File: src/common/dotp_defs.svh
// ==============================
// Dot-product engine constants
// Sizes and latency shared by RTL and testbench
// ==============================

`ifndef DOTP_DEFS_SVH
`define DOTP_DEFS_SVH

// ==============================
// Data sizes
// ==============================

// Width of one element and of one result
`define DOTP_WIDTH 16

// Elements per vector, taken as four pairs
`define DOTP_LEN 8

// ==============================
// Pipeline and queueing
// ==============================

// Cycles from issue to result
// Input reg, product, partial sum, final sum
`define DOTP_LATENCY 4

// Result slots in the output FIFO
// Also the credit limit on the input side
`define DOTP_FIFO_DEPTH 4

`endif
File: src/common/dotp_pkg.sv
// ==============================
// Dot-product engine types
// Element, vector and result
// ==============================

`include "dotp_defs.svh"

package dotp_pkg;

   // ==============================
   // Element
   // ==============================

   // One unsigned input element
   // All arithmetic wraps at this width
   typedef logic [`DOTP_WIDTH-1:0] elem_t;

   // ==============================
   // Vector
   // ==============================

   // Full input vector, element 0 in the low bits
   // Pairs are (0,1) (2,3) (4,5) (6,7)
   typedef elem_t [`DOTP_LEN-1:0] vec_t;

   // ==============================
   // Result
   // ==============================

   // Sum of the four pair products, modulo 2^width
   typedef logic [`DOTP_WIDTH-1:0] res_t;

endpackage

File: src/hw/dotp_top.sv
// ==============================
// Dot-product engine top
// Ingress, pipeline and egress
// ==============================

module dotp_top (
   input  logic           clk,
   input  logic           rst,
   input  logic           in_req,
   input  dotp_pkg::vec_t in_data,
   output logic           in_ack,
   output logic           out_req,
   output dotp_pkg::res_t out_data,
   input  logic           out_ack
);

   import dotp_pkg::*;

   // Issue path, ingress to pipeline
   logic issue_valid;
   vec_t issue_vec;

   // Result path, pipeline to egress
   logic res_valid;
   res_t res_data;

   // Credit return, egress to ingress
   logic pop;

   // ==============================
   // Input side
   // ==============================
   vec_ingress vec_ingress_i (
      .clk         (clk),
      .rst         (rst),
      .in_req      (in_req),
      .in_data     (in_data),
      .in_ack      (in_ack),
      .pop         (pop),
      .issue_valid (issue_valid),
      .issue_vec   (issue_vec)
   );

   // Fixed latency, never stalls
   dot_pipe dot_pipe_i (
      .clk         (clk),
      .rst         (rst),
      .issue_valid (issue_valid),
      .issue_vec   (issue_vec),
      .res_valid   (res_valid),
      .res_data    (res_data)
   );

   // ==============================
   // Output side
   // ==============================
   result_egress result_egress_i (
      .clk       (clk),
      .rst       (rst),
      .res_valid (res_valid),
      .res_data  (res_data),
      .out_req   (out_req),
      .out_data  (out_data),
      .out_ack   (out_ack),
      .pop       (pop)
   );

endmodule

File: src/hw/result_egress.sv
// ==============================
// Result egress
// Result FIFO and four-phase sender
// ==============================

`include "dotp_defs.svh"

module result_egress (
   input  logic           clk,
   input  logic           rst,
   input  logic           res_valid,
   input  dotp_pkg::res_t res_data,
   output logic           out_req,
   output dotp_pkg::res_t out_data,
   input  logic           out_ack,
   output logic           pop
);

   import dotp_pkg::*;

   localparam int DEPTH = `DOTP_FIFO_DEPTH;
   localparam int PTR_W = $clog2(DEPTH);
   localparam int CNT_W = $clog2(DEPTH + 1);

   // Storage, no reset needed on payload
   res_t             mem [DEPTH];

   logic [PTR_W-1:0] wr_ptr;
   logic [PTR_W-1:0] rd_ptr;
   logic [CNT_W-1:0] count;

   logic             wr_en;
   logic             rd_en;
   logic             empty;

   // Pipeline cannot wait, so every result is written
   assign wr_en = res_valid;

   // Transfer completes when the consumer acks the request
   assign rd_en = out_req && out_ack;

   assign empty = (count == '0);

   // ==============================
   // FIFO storage and pointers
   // ==============================
   always_ff @(posedge clk) begin
      if (wr_en) begin
         mem[wr_ptr] <= res_data;
      end
   end

   always_ff @(posedge clk or posedge rst) begin
      if (rst) begin
         wr_ptr <= '0;
         rd_ptr <= '0;
         count  <= '0;
      end else begin
         // Pointers wrap at the depth
         if (wr_en) begin
            wr_ptr <= (wr_ptr == PTR_W'(DEPTH - 1)) ? '0 : wr_ptr + 1'b1;
         end
         if (rd_en) begin
            rd_ptr <= (rd_ptr == PTR_W'(DEPTH - 1)) ? '0 : rd_ptr + 1'b1;
         end

         // Occupancy, write and read may coincide
         case ({wr_en, rd_en})
            2'b10:   count <= count + 1'b1;
            2'b01:   count <= count - 1'b1;
            default: count <= count;
         endcase
      end
   end

   // Head of queue drives the output bus
   assign out_data = mem[rd_ptr];

   // ==============================
   // Four-phase sender
   // ==============================
   always_ff @(posedge clk or posedge rst) begin
      if (rst) begin
         out_req <= 1'b0;
         pop     <= 1'b0;
      end else begin
         // Pop pulse lines up with the req fall
         pop <= rd_en;
         if (rd_en) begin
            out_req <= 1'b0;
         end else if (!out_req && !out_ack && !empty) begin
            // Previous ack must be gone before a new request
            out_req <= 1'b1;
         end
      end
   end

   // Credit rule upstream keeps room for every result
   assert property (@(posedge clk) disable iff (rst)
      wr_en |-> (count < DEPTH));

   // Head held steady for the whole request
   assert property (@(posedge clk) disable iff (rst)
      (out_req && $past(out_req)) |-> (out_data == $past(out_data)));

endmodule

File: src/dot_pipe/dot_pipe.sv
// ==============================
// Dot-product pipeline
// Four pair products into a two-level adder tree
// ==============================

`include "dotp_defs.svh"

module dot_pipe (
   input  logic           clk,
   input  logic           rst,
   input  logic           issue_valid,
   input  dotp_pkg::vec_t issue_vec,
   output logic           res_valid,
   output dotp_pkg::res_t res_data
);

   import dotp_pkg::*;

   localparam int LAT    = `DOTP_LATENCY;
   localparam int NPAIR  = `DOTP_LEN / 2;
   localparam int WARM_W = $clog2(LAT + 1);

   // Stage registers
   vec_t              in_r;
   elem_t             mult_r [NPAIR];
   elem_t             add_r  [NPAIR/2];
   res_t              sum_r;

   // Valid marker per stage
   logic [LAT-1:0]    valid_sr;

   // Cycles since reset, saturating at the latency
   logic [WARM_W-1:0] warm_cnt;

   // ==============================
   // Datapath
   // ==============================
   // Free running, no stall, no reset on payload
   always_ff @(posedge clk) begin
      // Stage 1 input register
      in_r <= issue_vec;

      // Stage 2 pair products, wrapped to element width
      for (int i = 0; i < NPAIR; i++) begin
         mult_r[i] <= elem_t'(in_r[2*i] * in_r[2*i+1]);
      end

      // Stage 3 first adder level
      for (int i = 0; i < NPAIR/2; i++) begin
         add_r[i] <= elem_t'(mult_r[2*i] + mult_r[2*i+1]);
      end

      // Stage 4 final adder
      sum_r <= res_t'(add_r[0] + add_r[1]);
   end

   assign res_data = sum_r;

   // ==============================
   // Valid delay line
   // ==============================
   always_ff @(posedge clk or posedge rst) begin
      if (rst) begin
         valid_sr <= '0;
      end else begin
         valid_sr <= {valid_sr[LAT-2:0], issue_valid};
      end
   end

   // Oldest stage marks the result
   assign res_valid = valid_sr[LAT-1];

   // Warm-up counter for the latency checks
   always_ff @(posedge clk or posedge rst) begin
      if (rst) begin
         warm_cnt <= '0;
      end else if (warm_cnt < LAT) begin
         warm_cnt <= warm_cnt + 1'b1;
      end
   end

   // Nothing can emerge before the pipe has filled
   assert property (@(posedge clk) disable iff (rst)
      (warm_cnt < LAT) |-> !res_valid);

   // Each issue comes out exactly LAT cycles later
   assert property (@(posedge clk) disable iff (rst)
      (warm_cnt == LAT) |-> (res_valid == $past(issue_valid, LAT)));

endmodule

File: src/hw/vec_ingress.sv
// ==============================
// Vector ingress
// Four-phase receiver with credit-limited issue
// ==============================

`include "dotp_defs.svh"

module vec_ingress (
   input  logic           clk,
   input  logic           rst,
   input  logic           in_req,
   input  dotp_pkg::vec_t in_data,
   output logic           in_ack,
   input  logic           pop,
   output logic           issue_valid,
   output dotp_pkg::vec_t issue_vec
);

   import dotp_pkg::*;

   // Credit counter must hold 0 through the full depth
   localparam int CRED_W = $clog2(`DOTP_FIFO_DEPTH + 1);

   logic              accept;
   logic [CRED_W-1:0] credit;
   vec_t              vec_r;

   // New request, nothing pending, and room downstream
   assign accept = in_req && !in_ack && (credit < `DOTP_FIFO_DEPTH);

   // ==============================
   // Handshake and issue pulse
   // ==============================
   always_ff @(posedge clk or posedge rst) begin
      if (rst) begin
         in_ack      <= 1'b0;
         issue_valid <= 1'b0;
      end else begin
         // One-cycle issue with the ack edge
         issue_valid <= accept;
         if (accept) begin
            in_ack <= 1'b1;
         end else if (in_ack && !in_req) begin
            // Producer released, close the handshake
            in_ack <= 1'b0;
         end
      end
   end

   // Capture register, loaded only on acceptance
   always_ff @(posedge clk) begin
      if (accept) begin
         vec_r <= in_data;
      end
   end

   assign issue_vec = vec_r;

   // ==============================
   // Credit tracking
   // ==============================
   // Counts vectors in the pipeline or the FIFO
   always_ff @(posedge clk or posedge rst) begin
      if (rst) begin
         credit <= '0;
      end else begin
         case ({accept, pop})
            2'b10:   credit <= credit + 1'b1;
            2'b01:   credit <= credit - 1'b1;
            default: credit <= credit;
         endcase
      end
   end

   // Outstanding work never exceeds FIFO room
   assert property (@(posedge clk) disable iff (rst) credit <= `DOTP_FIFO_DEPTH);

   // Issue only starts a new handshake
   assert property (@(posedge clk) disable iff (rst) issue_valid |-> !$past(in_ack));

endmodule

File: config.mk
export PLATFORM = sky130hd
export DESIGN_NAME = dotp_top
export DESIGN_NICKNAME = d
export VERILOG_FILES = /design/src/common/dotp_pkg.sv /design/src/hw/dotp_top.sv /design/src/hw/result_egress.sv /design/src/dot_pipe/dot_pipe.sv /design/src/hw/vec_ingress.sv
export VERILOG_INCLUDE_DIRS = /design/src /design/src/common
export SDC_FILE = /design/constraint.sdc
export NUM_CORES = 1
export LEC_CHECK = 0
export ABC_AREA = 1
export CORE_MARGIN = 2
export CORE_UTILIZATION = 70
export CTS_CLUSTER_DIAMETER = 50
export CTS_CLUSTER_SIZE = 30
export DETAILED_ROUTE_END_ITERATION = 12
export DONT_BUFFER_PORTS = 1
export GPL_TIMING_DRIVEN = 0
export PLACE_DENSITY = 0.82
export SYNTH_ARGS = -nofsm -noshare
export SYNTH_HDL_FRONTEND = slang
export SYNTH_HIERARCHICAL = 1
export SYNTH_SLANG_ARGS = --single-unit
export TNS_END_PERCENT = 1
File: constraint.sdc
create_clock -name clk -period 10.8 [get_ports clk]
set_clock_uncertainty 0.1 [all_clocks]
set_input_delay 0.54 -clock clk [delete_from_list [all_inputs] [get_ports clk]]
set_output_delay 0.54 -clock clk [all_outputs]
set_load 0.01 [all_outputs]
==> results.py, run 1 <==
metrics = {
    "yosys": {
        "syn-mean-instance-area_um2": 8.98,
        "syn_nets": 4222,
        "async_reset_ff_share_pct": 4.00,
        "synth_warnings": 6,
        "syn_area_mm2": 0.0316,
        "ys_ff_latch": 450,
        "synthXorXnorAreaFrac_pct": 3.21,
        "synth_top_area_share_pct": 20.6,
        "muxShareOfSynthArea_pct": 0,
        "ys.flop_type": "dfxtp_1",
        "synth_largest_area_cell": "fa_1",
        "syn_inst": 3517,
        "synthTopCellsByArea": "fa_1 21%, edfxtp_1 18%, dfxtp_1 15%",
        "synth_fa_ha_area_share_pct": 30.4,
        "yosysSeqAreaShare_pct": 34.9,
        "synth_cell_types": 44,
        "synth-simple-area-share_pct": 15.1,
        "synth_edf_count": 192,
        "synth_compound_area_share_pct": 3.85,
        "synth_top_family_by_area": "adder cells",
    },
    "sta": {
        "final_max_slew_viol_count": 0,
        "rsz0062_at_grt": "false",
        "final-hold-violation-count": 0,
        "timing.fmax_mhz": 171,
        "setup_viol": 0,
        "hold_ws_ns": 0.0613,
        "setup_tns_ns": 0,
        "final.period_utilization_pct": 54.2,
        "min_period_ns": 5.85,
        "slew_headroom_pct": 50.1,
        "worstMarginPinSlew_ns": 0.747,
    },
    "global_routing": {
        "grt_util_all_layers_pct": 31.3,
        "grt.overflow.total": 0,
        "antenna_found_initial": 2,
        "grt_max_degree": 82,
        "grt_pass1_vias": 24192,
        "grt_pass1_wl_um": 116000,
    },
    "cts": {
        "cts_tree": "built",
        "insertion_delay_ns": 0.59,
        "cts_setup_buffers": 0,
        "path_clk_slew_ns": 0.10,
        "cts_sinks": 450,
        "ctsRootBufferMaster": "clkbuf_16",
        "cts_buffers": 37,
        "cts_max_level": 2,
        "ctsLongestPathBuffers": 3,
    },
    "cells_and_area": {
        "layout_commonest_cell": "nand2_1",
        "layout_common_cells": "950 x nand2_1, 906 x inv_1, 325 x fa_1, 248 x ha_1, 240 x dfxtp_1",
        "final_net_count": 4393,
        "areaGrowthSynthToFinish_pct": 11.0,
        "layout-drive-gt1-share_pct": 5.25,
    },
    "placed_design": {
        "io_buffer_count": 0,
        "routabilityCongestion": 0.910,
        "dp_hpwl_um": 52400,
    },
    "die": {
        "io_pins": 150,
        "rows": 77,
        "start_util_pct": 71.1,
        "die_height_um": 216,
        "coreArea_mm2": 0.0444,
        "die_w_um": 216,
        "die_area_mm2": 0.0469,
    },
    "worst_setup_path": {
        "setup.worst_path.start_class": "flop",
        "crit_fanout": 10,
        "arrival_ns": 6.23,
        "setup.worst_path.end_class": "flop",
        "cp.required_ns": 11.18,
        "path_class": "flop to flop",
    },
    "route": {
        "routed_wl_um": 71000,
        "ant_nets": 0,
        "wl_per_cell_um": 16.5,
        "drtIter0Drc": 1949,
        "avgViaCountPerCell": 5.31,
        "vias": 22885,
        "dr.pass1.iters": 5,
        "drc": 0,
    },
    "outcome": {
        "status": "finished, final reports clean",
    },
    "hold_path": {
        "hold_path.class": "input pin to flop",
    },
    "job": {
        "drv_cap": 0,
    },
}
-- cells in the mapped netlist, types with 6 or more instances --
master and number:
ha_1 248, nor2_1 41, a31oi_1 7, nand4_1 6
nand2_2 39, nand2_1 950, o211ai_1 12, inv_2 8
clkbuf_1 50, nand3_1 112, o211ai_2 22, xnor2_1 34
dfrtp_1 18, buf_2 30, clkbuf_2 6, a21o_1 9
inv_1 907, nor3_1 9, fa_1 325, a21oi_1 87
edfxtp_1 192, o21ai_1 10, nand3b_1 11, xor2_1 80
o21ai_0 24, dfxtp_1 240
-- state kept, by name (all words and copies together) (netlist names) --
| register | count |
|---|---|
| dot_pipe_i/in_r | 128 |
| vec_ingress_i/issue_vec | 128 |
| dot_pipe_i/mult_r | 64 |
| result_egress_i/mem | 64 |
| dot_pipe_i/add_r | 32 |
| dot_pipe_i/res_data | 16 |
| dot_pipe_i/valid_sr | 4 |
| result_egress_i/count | 3 |
| vec_ingress_i/credit | 3 |
| result_egress_i/rd_ptr | 2 |
| result_egress_i/wr_ptr | 2 |
| result_egress_i/out_req | 1 |
| result_egress_i/pop | 1 |
| vec_ingress_i/in_ack | 1 |
| vec_ingress_i/issue_valid | 1 |
-- critical path, cell delays in order, from the launching register on --
cell,delay (ns)
dfxtp_1,0.56
clkbuf_1,0.52
nand2_1,0.19
fa_1,0.55
fa_1,0.60
fa_1,0.46
fa_1,0.46
fa_1,0.50
fa_1,0.55
inv_1,0.06
ha_1,0.33
a21oi_1,0.19
o21a_1,0.20
nand2_1,0.06
a31oi_1,0.20
inv_1,0.06
nand3_1,0.08
nand2_1,0.05
-- repair_timing --
item,4_1_cts,5_1_grt
gates resized for setup,0,0
hold endpoints to repair,148,0
endpoints found under the setup margin,0,0
hold buffers,131,0
-- through the flow --
| step | cell area (um2) | cells | setup slack [ns] | util [%] |
|---|---|---|---|---|
| final | 35100 | 4312 | 4.95 | 79.0 |
| after global routing | 35100 | 4311 | 4.64 | 79.0 |
| after CTS | 35100 | 4309 | 5.01 | 79.0 |
| after detailed placement | 32400 | 4110 | 5.04 | 72.9 |
| after global placement | 32300 | 4109 | 5.18 | 72.8 |
| after floorplan | 31600 | 3517 | 5.76 | - |
-- kinds of logic (layout without fill, tap and decap cells) --
kind of cell | Yosys count | count (layout)
and+or+nand+nor | 1175 | 1175
buffers and inverters | 1016 | 1216
adders and majority gates | 573 | 573
DFF | 450 | 450
AOI/OAI and AO/OA | 188 | 188
xor gates and xnor gates | 115 | 115
other | 0 | 3
-- area by class of cell --
class | instances | area [um2]
repair buffers | 132 | 1340
clock buffers | 42 | 1030
fillers | 2831 | 9340
well taps | 592 | 741
flip-flops and latches | 450 | 11000
plain buffers | 98 | 519
diodes | 3 | 7.51
clock inverters | 26 | 360
inverters | 918 | 3460
multi-input cells | 2051 | 16600
-- worst paths after layout --
check | to | start | depth (start not counted) | slack (ns)
hold / removal | result_egress_i/rd_ptr[0] | out_ack | 3 | 0.06
hold reg to reg | dot_pipe_i/in_r[99] | vec_ingress_i/issue_vec[99] | 0 | 0.23
setup reg to reg | dot_pipe_i/mult_r[0][15] | dot_pipe_i/in_r[17] | 17 | 4.95
max in group asynchronous | result_egress_i/count[1] | rst | 2 | 10.00
setup / recovery | dot_pipe_i/mult_r[0][15] | dot_pipe_i/in_r[17] | 17 | 4.95
min in group asynchronous | dot_pipe_i/valid_sr[1] | rst | 2 | 0.25
-- routing by layer --
layer | vias to the layer above | part of all wire, % | GRT usage (%)
li1 | 10821 | - | -
met4 | 0 | 3.9 | 13.1
met5 | - | 0 | 0
met1 | 10942 | 40 | 40.1
met3 | 200 | 6.7 | 4.39
met2 | 922 | 49 | 53.7
Power of run 1 is left out: the tool's default activity adds up to more than one toggle a clock period on the data nets, which glitch-free logic cannot reach.
==> run 2: changes to the inputs <==
Settings changed: ABC_AREA 1 to 0, CORE_UTILIZATION 70 to 59, PLACE_DENSITY 0.82 to 0.74.
Clock period 10.8 ns to 4.9 ns, I/O delays scaled along.
==> results.py, run 2 <==
metrics = {
    "sta": {
        "final_max_slew_viol_count": 0,
        "setup_slack_ns": -0.259,
        "setup_viol": 13,
        "rsz0062_at_grt": "true",
        "final.period_utilization_pct": 105,
        "final-hold-violation-count": 0,
        "min_period_ns": 5.16,
        "timing.fmax_mhz": 194,
        "slew_headroom_pct": 42.4,
        "worstMarginPinSlew_ns": 0.865,
        "hold_ws_ns": 0.169,
    },
    "worst_setup_path": {
        "arrival_ns": 5.57,
        "setup.worst_path.start_class": "flop",
        "path_class": "flop to flop",
        "crit_fanout": 5,
        "rr_worst_depth": 19,
        "cp.required_ns": 5.31,
        "setup.worst_path.end_class": "flop",
        "r2r_start": "dot_pipe_i/in_r[81]",
        "reg2reg_slack_ns": -0.26,
        "r2r_end": "dot_pipe_i/mult_r[2][15]",
    },
    "yosys": {
        "synth_most_common_cell": "inv_1",
        "synth_edf_count": 192,
        "ys.flop_type": "dfxtp_1",
        "syn_inst": 2645,
        "synth_top_area_share_pct": 22.1,
        "syn_nets": 3350,
        "async_reset_ff_share_pct": 4.00,
        "yosysSeqAreaShare_pct": 37.4,
        "ys_ff_latch": 450,
        "yosys-top-cells-count": "469 x inv_1, 325 x fa_1, 306 x nand2_1",
        "synthTopCellsByArea": "fa_1 22%, edfxtp_1 20%, dfxtp_1 16%",
        "synth_cell_types": 68,
        "syn_area_mm2": 0.0295,
        "synth_largest_area_cell": "fa_1",
        "syn-mean-instance-area_um2": 11.2,
        "synth_warnings": 6,
    },
    "placed_design": {
        "place_area_mm2": 0.0305,
        "preCtsSetupSlack_ns": -0.770,
        "dp_hpwl_um": 45100,
        "io_buffer_count": 0,
        "routabilityCongestion": 0.922,
    },
    "global_routing": {
        "grt.overflow.total": 0,
        "grt_pass1_vias": 19925,
        "top_usage_layer": "met2",
        "grt_pass1_wl_um": 101000,
        "grt_max_degree": 98,
        "antenna_found_initial": 0,
        "grt_util_all_layers_pct": 25.0,
        "use_met1_pct": 32.7,
        "use_met3_pct": 3.63,
        "gr-usage-met2_pct": 43.0,
    },
    "job": {
        "drv_cap": 0,
    },
    "route": {
        "wl_per_cell_um": 17.7,
        "avgViaCountPerCell": 5.27,
        "vias": 18605,
        "drtIter0Drc": 1075,
        "dr.pass1.iters": 5,
        "ant_nets": 0,
        "drc": 0,
        "routed_wl_um": 62300,
    },
    "die": {
        "rows": 81,
        "die_height_um": 228,
        "io_pins": 150,
        "coreArea_mm2": 0.0492,
        "start_util_pct": 60.0,
        "die_w_um": 228,
        "die_area_mm2": 0.0518,
    },
    "cells_and_area": {
        "n_antenna_cell": 0,
        "final_area_mm2": 0.0344,
        "layout_commonest_cell": "inv_1",
        "final_net_count": 3544,
        "layout-drive-gt1-share_pct": 11.5,
        "layout_common_cells": "453 x inv_1, 312 x fa_1, 306 x nand2_1, 253 x and2_1, 225 x ha_1",
        "areaGrowthSynthToFinish_pct": 16.5,
    },
    "outcome": {
        "status": "finished, violations left",
        "violations": "setup timing",
    },
    "cts": {
        "cts_tree": "built",
        "ctsRootBufferMaster": "clkbuf_16",
        "ctsLongestPathBuffers": 3,
        "cts_sinks": 450,
        "cts_max_level": 2,
        "cts_buffers": 37,
        "insertion_delay_ns": 0.60,
        "path_clk_slew_ns": 0.09,
    },
    "hold_path": {
        "holdPathEnd": "vec_ingress_i/issue_vec[66]",
        "hold_path.startpoint": "in_data[66]",
        "min_path_cells": 1,
        "hold_path.class": "input pin to flop",
    },
}
run 2: changes by cell type after synthesis, moves of 16 or more:
cell and change:
a21o_1 +20, a21oi_1 -42, and2_1 +270, buf_2 -26, inv_1 -438, nand2_1 -644
nand2_2 -39, nand3_1 -102, o211ai_2 -22, o21a_1 +16, xnor2_1 +117, xor2_1 -31
run 2: worst max path at each step:
stage                         from                  endpoint  slack (ns)  cells after the start
5_1_grt        dot_pipe_i/in_r[19]  dot_pipe_i/mult_r[0][15]       -0.41                     17
3_5_place_dp    dot_pipe_i/in_r[0]  dot_pipe_i/mult_r[0][13]       -0.77                     19
6_report       dot_pipe_i/in_r[81]  dot_pipe_i/mult_r[2][15]       -0.26                     19
4_1_cts         dot_pipe_i/in_r[3]  dot_pipe_i/mult_r[0][13]       -0.28                     20
2_1_floorplan  dot_pipe_i/in_r[84]  dot_pipe_i/mult_r[2][15]       -0.02                     17
3_3_place_gp    dot_pipe_i/in_r[0]  dot_pipe_i/mult_r[0][15]       -0.70                     18
run 2: cell families after synthesis:
kind of cell | Yosys count | synth area share (%)
muxes | 23 | 1.56
and+or+nand+nor | 689 | 11.5
adders and majority gates | 573 | 32.6
xor gates and xnor gates | 200 | 5.94
DFF | 450 | 37.4
buffers and inverters | 532 | 6.87
AOI/OAI and AO/OA | 178 | 4.17
run 2: area by class of cell:
class | count | area [um2]
Multi-Input combinational cell | 1663 | 17000
Fill cell | 3468 | 14800
Sequential cell | 450 | 11200
Inverter | 469 | 1770
Timing Repair Buffer | 175 | 1720
Clock buffer | 40 | 980
Tap cell | 664 | 831
Buffer | 43 | 500
Clock inverter | 27 | 392
run 2: through the flow:
stage | TNS [ns] | std cells | util, %
2_1_floorplan | -0.0772 | 2645 | -
3_3_place_gp | -8.40 | 3309 | 61.9
3_5_place_dp | -9.46 | 3310 | 62.0
4_1_cts | -2.21 | 3522 | 69.0
5_1_grt | -4.56 | 3531 | 69.9
6_report | -1.88 | 3531 | 69.9
run 2: metal layers:
metal  wire (um)  share of wire [%]  vias up
li1            -                  -     8696
met1       25800                 41     9225
met2       31200                 50      542
met3        3330                5.3      142
met4        1990                3.2        0
met5           0                  0        -
run 2: timing repair:
item | 4_1_cts | 5_1_grt
gates resized for setup | 185 | 98
endpoints found under the hold margin | 152 | 0
hold buffers | 133 | 0
pin swaps | 47 | 80
setup endpoints to repair | 27 | 25
gates cloned | 0 | 0
setup buffers | 30 | 11
run 2: worst max-delay path: stages, from the launching register on:
cell and delay (ns):
dfxtp_4 0.37, clkbuf_16 0.15, and2_1 0.15, fa_1 0.52, inv_1 0.05, fa_1 0.44
fa_1 0.54, inv_1 0.04, ha_1 0.28, inv_1 0.07, fa_1 0.45, fa_1 0.50
inv_1 0.07, ha_4 0.17, nor3_2 0.27, a31oi_4 0.16, a2111oi_4 0.35, nor3b_2 0.10
nor2_2 0.15, xnor2_1 0.14
Power of run 2 is left out for the same reason.
==> run 3: changes to the inputs <==
Settings changed: CORE_ASPECT_RATIO set to 2.
==> results.py, run 3 (same netlist as run 2, synthesis figures left out) <==
metrics = {
    "die": {
        "die_area_mm2": 0.0519,
        "coreArea_mm2": 0.0498,
        "io_pins": 150,
        "start_util_pct": 59.3,
        "rows": 116,
        "die_height_um": 320,
        "die_w_um": 162,
    },
    "route": {
        "dr.pass1.iters": 6,
        "vias": 18685,
        "wl_per_cell_um": 18.8,
        "ant_nets": 0,
        "drc": 0,
        "drtIter0Drc": 833,
        "routed_wl_um": 66100,
        "avgViaCountPerCell": 5.32,
    },
    "cells_and_area": {
        "stdcell_count": 3509,
        "fillCellCount": 3564,
        "areaGrowthSynthToFinish_pct": 15.6,
        "regArea_mm2": 0.0112,
        "multi_input_area_mm2": 0.0170,
        "layout_commonest_cell": "inv_1",
        "final_net_count": 3544,
        "layout_common_cells": "448 x inv_1, 315 x fa_1, 306 x nand2_1, 255 x and2_1, 229 x ha_1",
        "n_antenna_cell": 0,
        "layout-drive-gt1-share_pct": 11.2,
    },
    "cts": {
        "cts_buffers": 28,
        "ctsLongestPathBuffers": 3,
        "ctsRootBufferMaster": "clkbuf_16",
        "path_clk_slew_ns": 0.11,
        "cts_tree": "built",
        "cts_sinks": 450,
        "cts_max_level": 1,
        "insertion_delay_ns": 0.62,
    },
    "sta": {
        "final.period_utilization_pct": 107,
        "slew_headroom_pct": 43.0,
        "min_period_ns": 5.24,
        "setup_tns_ns": -3.33,
        "rsz0062_at_grt": "true",
        "timing.fmax_mhz": 191,
        "setup_slack_ns": -0.345,
        "final-hold-violation-count": 0,
        "final_max_slew_viol_count": 0,
        "setup_viol": 16,
        "hold_ws_ns": 0.135,
        "worstMarginPinSlew_ns": 0.854,
    },
    "placed_design": {
        "routabilityCongestion": 0.949,
        "io_buffer_count": 0,
        "preCtsSetupSlack_ns": -1.31,
        "dp_hpwl_um": 50500,
        "dp.cells": 3295,
    },
    "global_routing": {
        "grt_pass1_vias": 21073,
        "grt_util_all_layers_pct": 26.1,
        "grt.overflow.total": 0,
        "antenna_found_initial": 0,
        "grt_pass1_wl_um": 105000,
        "grt_max_degree": 73,
    },
    "job": {
        "drv_cap": 0,
    },
    "outcome": {
        "status": "finished, violations left",
        "violations": "setup timing",
    },
    "worst_setup_path": {
        "path_class": "flop to flop",
        "setup.worst_path.start_class": "flop",
        "arrival_ns": 5.65,
        "setup.worst_path.end_class": "flop",
        "crit_fanout": 6,
        "cp.required_ns": 5.30,
    },
    "hold_path": {
        "hold_path.class": "input pin to flop",
    },
}
run 3: cell count changes in the layout (fill, tap and decap cells not counted), sizes merged:
cell    previous run  this run
inv              484       476
bufinv             0         2
clkbuf            72        57
buf               53        67
run 3: layout make-up:
type                            count  share of cell area, %
Multi-Input combinational cell   1663                   50.0
Sequential cell                   450                   32.7
Inverter                          469                   5.18
Timing Repair Buffer              178                   4.96
Tap cell                          649                   2.38
Clock buffer                       30                   2.08
Buffer                             49                   1.47
Clock inverter                     21                   1.26
run 3: critical path, stage by stage (launching register included):
cell and delay [ns]:
dfxtp_4 0.39, buf_8 0.12, buf_4 0.14, nand2_1 0.07, fa_1 0.48, fa_1 0.54, inv_1 0.06, fa_1 0.50
inv_1 0.05, fa_1 0.46, fa_1 0.49, fa_1 0.53, inv_1 0.07, ha_4 0.29, o21a_1 0.16, nor2_4 0.05
nor3b_2 0.21, nor2_2 0.10, xnor2_4 0.31
run 3: final timing paths:
kind	start	end	slack [ns]	depth (start not counted)
setup / recovery	dot_pipe_i/in_r[82]	dot_pipe_i/mult_r[2][15]	-0.34	18
hold / removal	in_data[70]	vec_ingress_i/issue_vec[70]	0.14	1
setup reg to reg	dot_pipe_i/in_r[82]	dot_pipe_i/mult_r[2][15]	-0.34	18
hold reg to reg	vec_ingress_i/issue_vec[21]	dot_pipe_i/in_r[21]	0.24	0
max in group asynchronous	rst	dot_pipe_i/valid_sr[3]	3.53	4
min in group asynchronous	rst	vec_ingress_i/issue_valid	0.49	3
run 3: per-stage QoR:
step	utilization, %	area, um2
finish	68.5	34100
global route	68.5	34100
CTS	67.3	33500
detailed placement	61.1	30400
global placement	61.1	30400
floorplan	-	29600
run 3: per-layer routing:
layer  routed length, um  part of all wire [%]  vias up  track usage, %
met5                   0                     0        -               0
met4                5670                   8.6        0            18.6
met3                2240                   3.4      263            2.41
met2               36700                    56      564            50.8
met1               21500                    32     9217            25.0
li1                    -                     -     8641               -
run 3: repair_timing:
item                                    in CTS  in global routing
hold endpoints to repair                   154                  0
endpoints found under the setup margin      29                 26
pin swaps                                   22                 86
hold buffers                               133                  0
setup buffers                               16                 27
cloned                                       0                  1
resized for setup                          163                151
Power of run 3 is left out for the same reason.
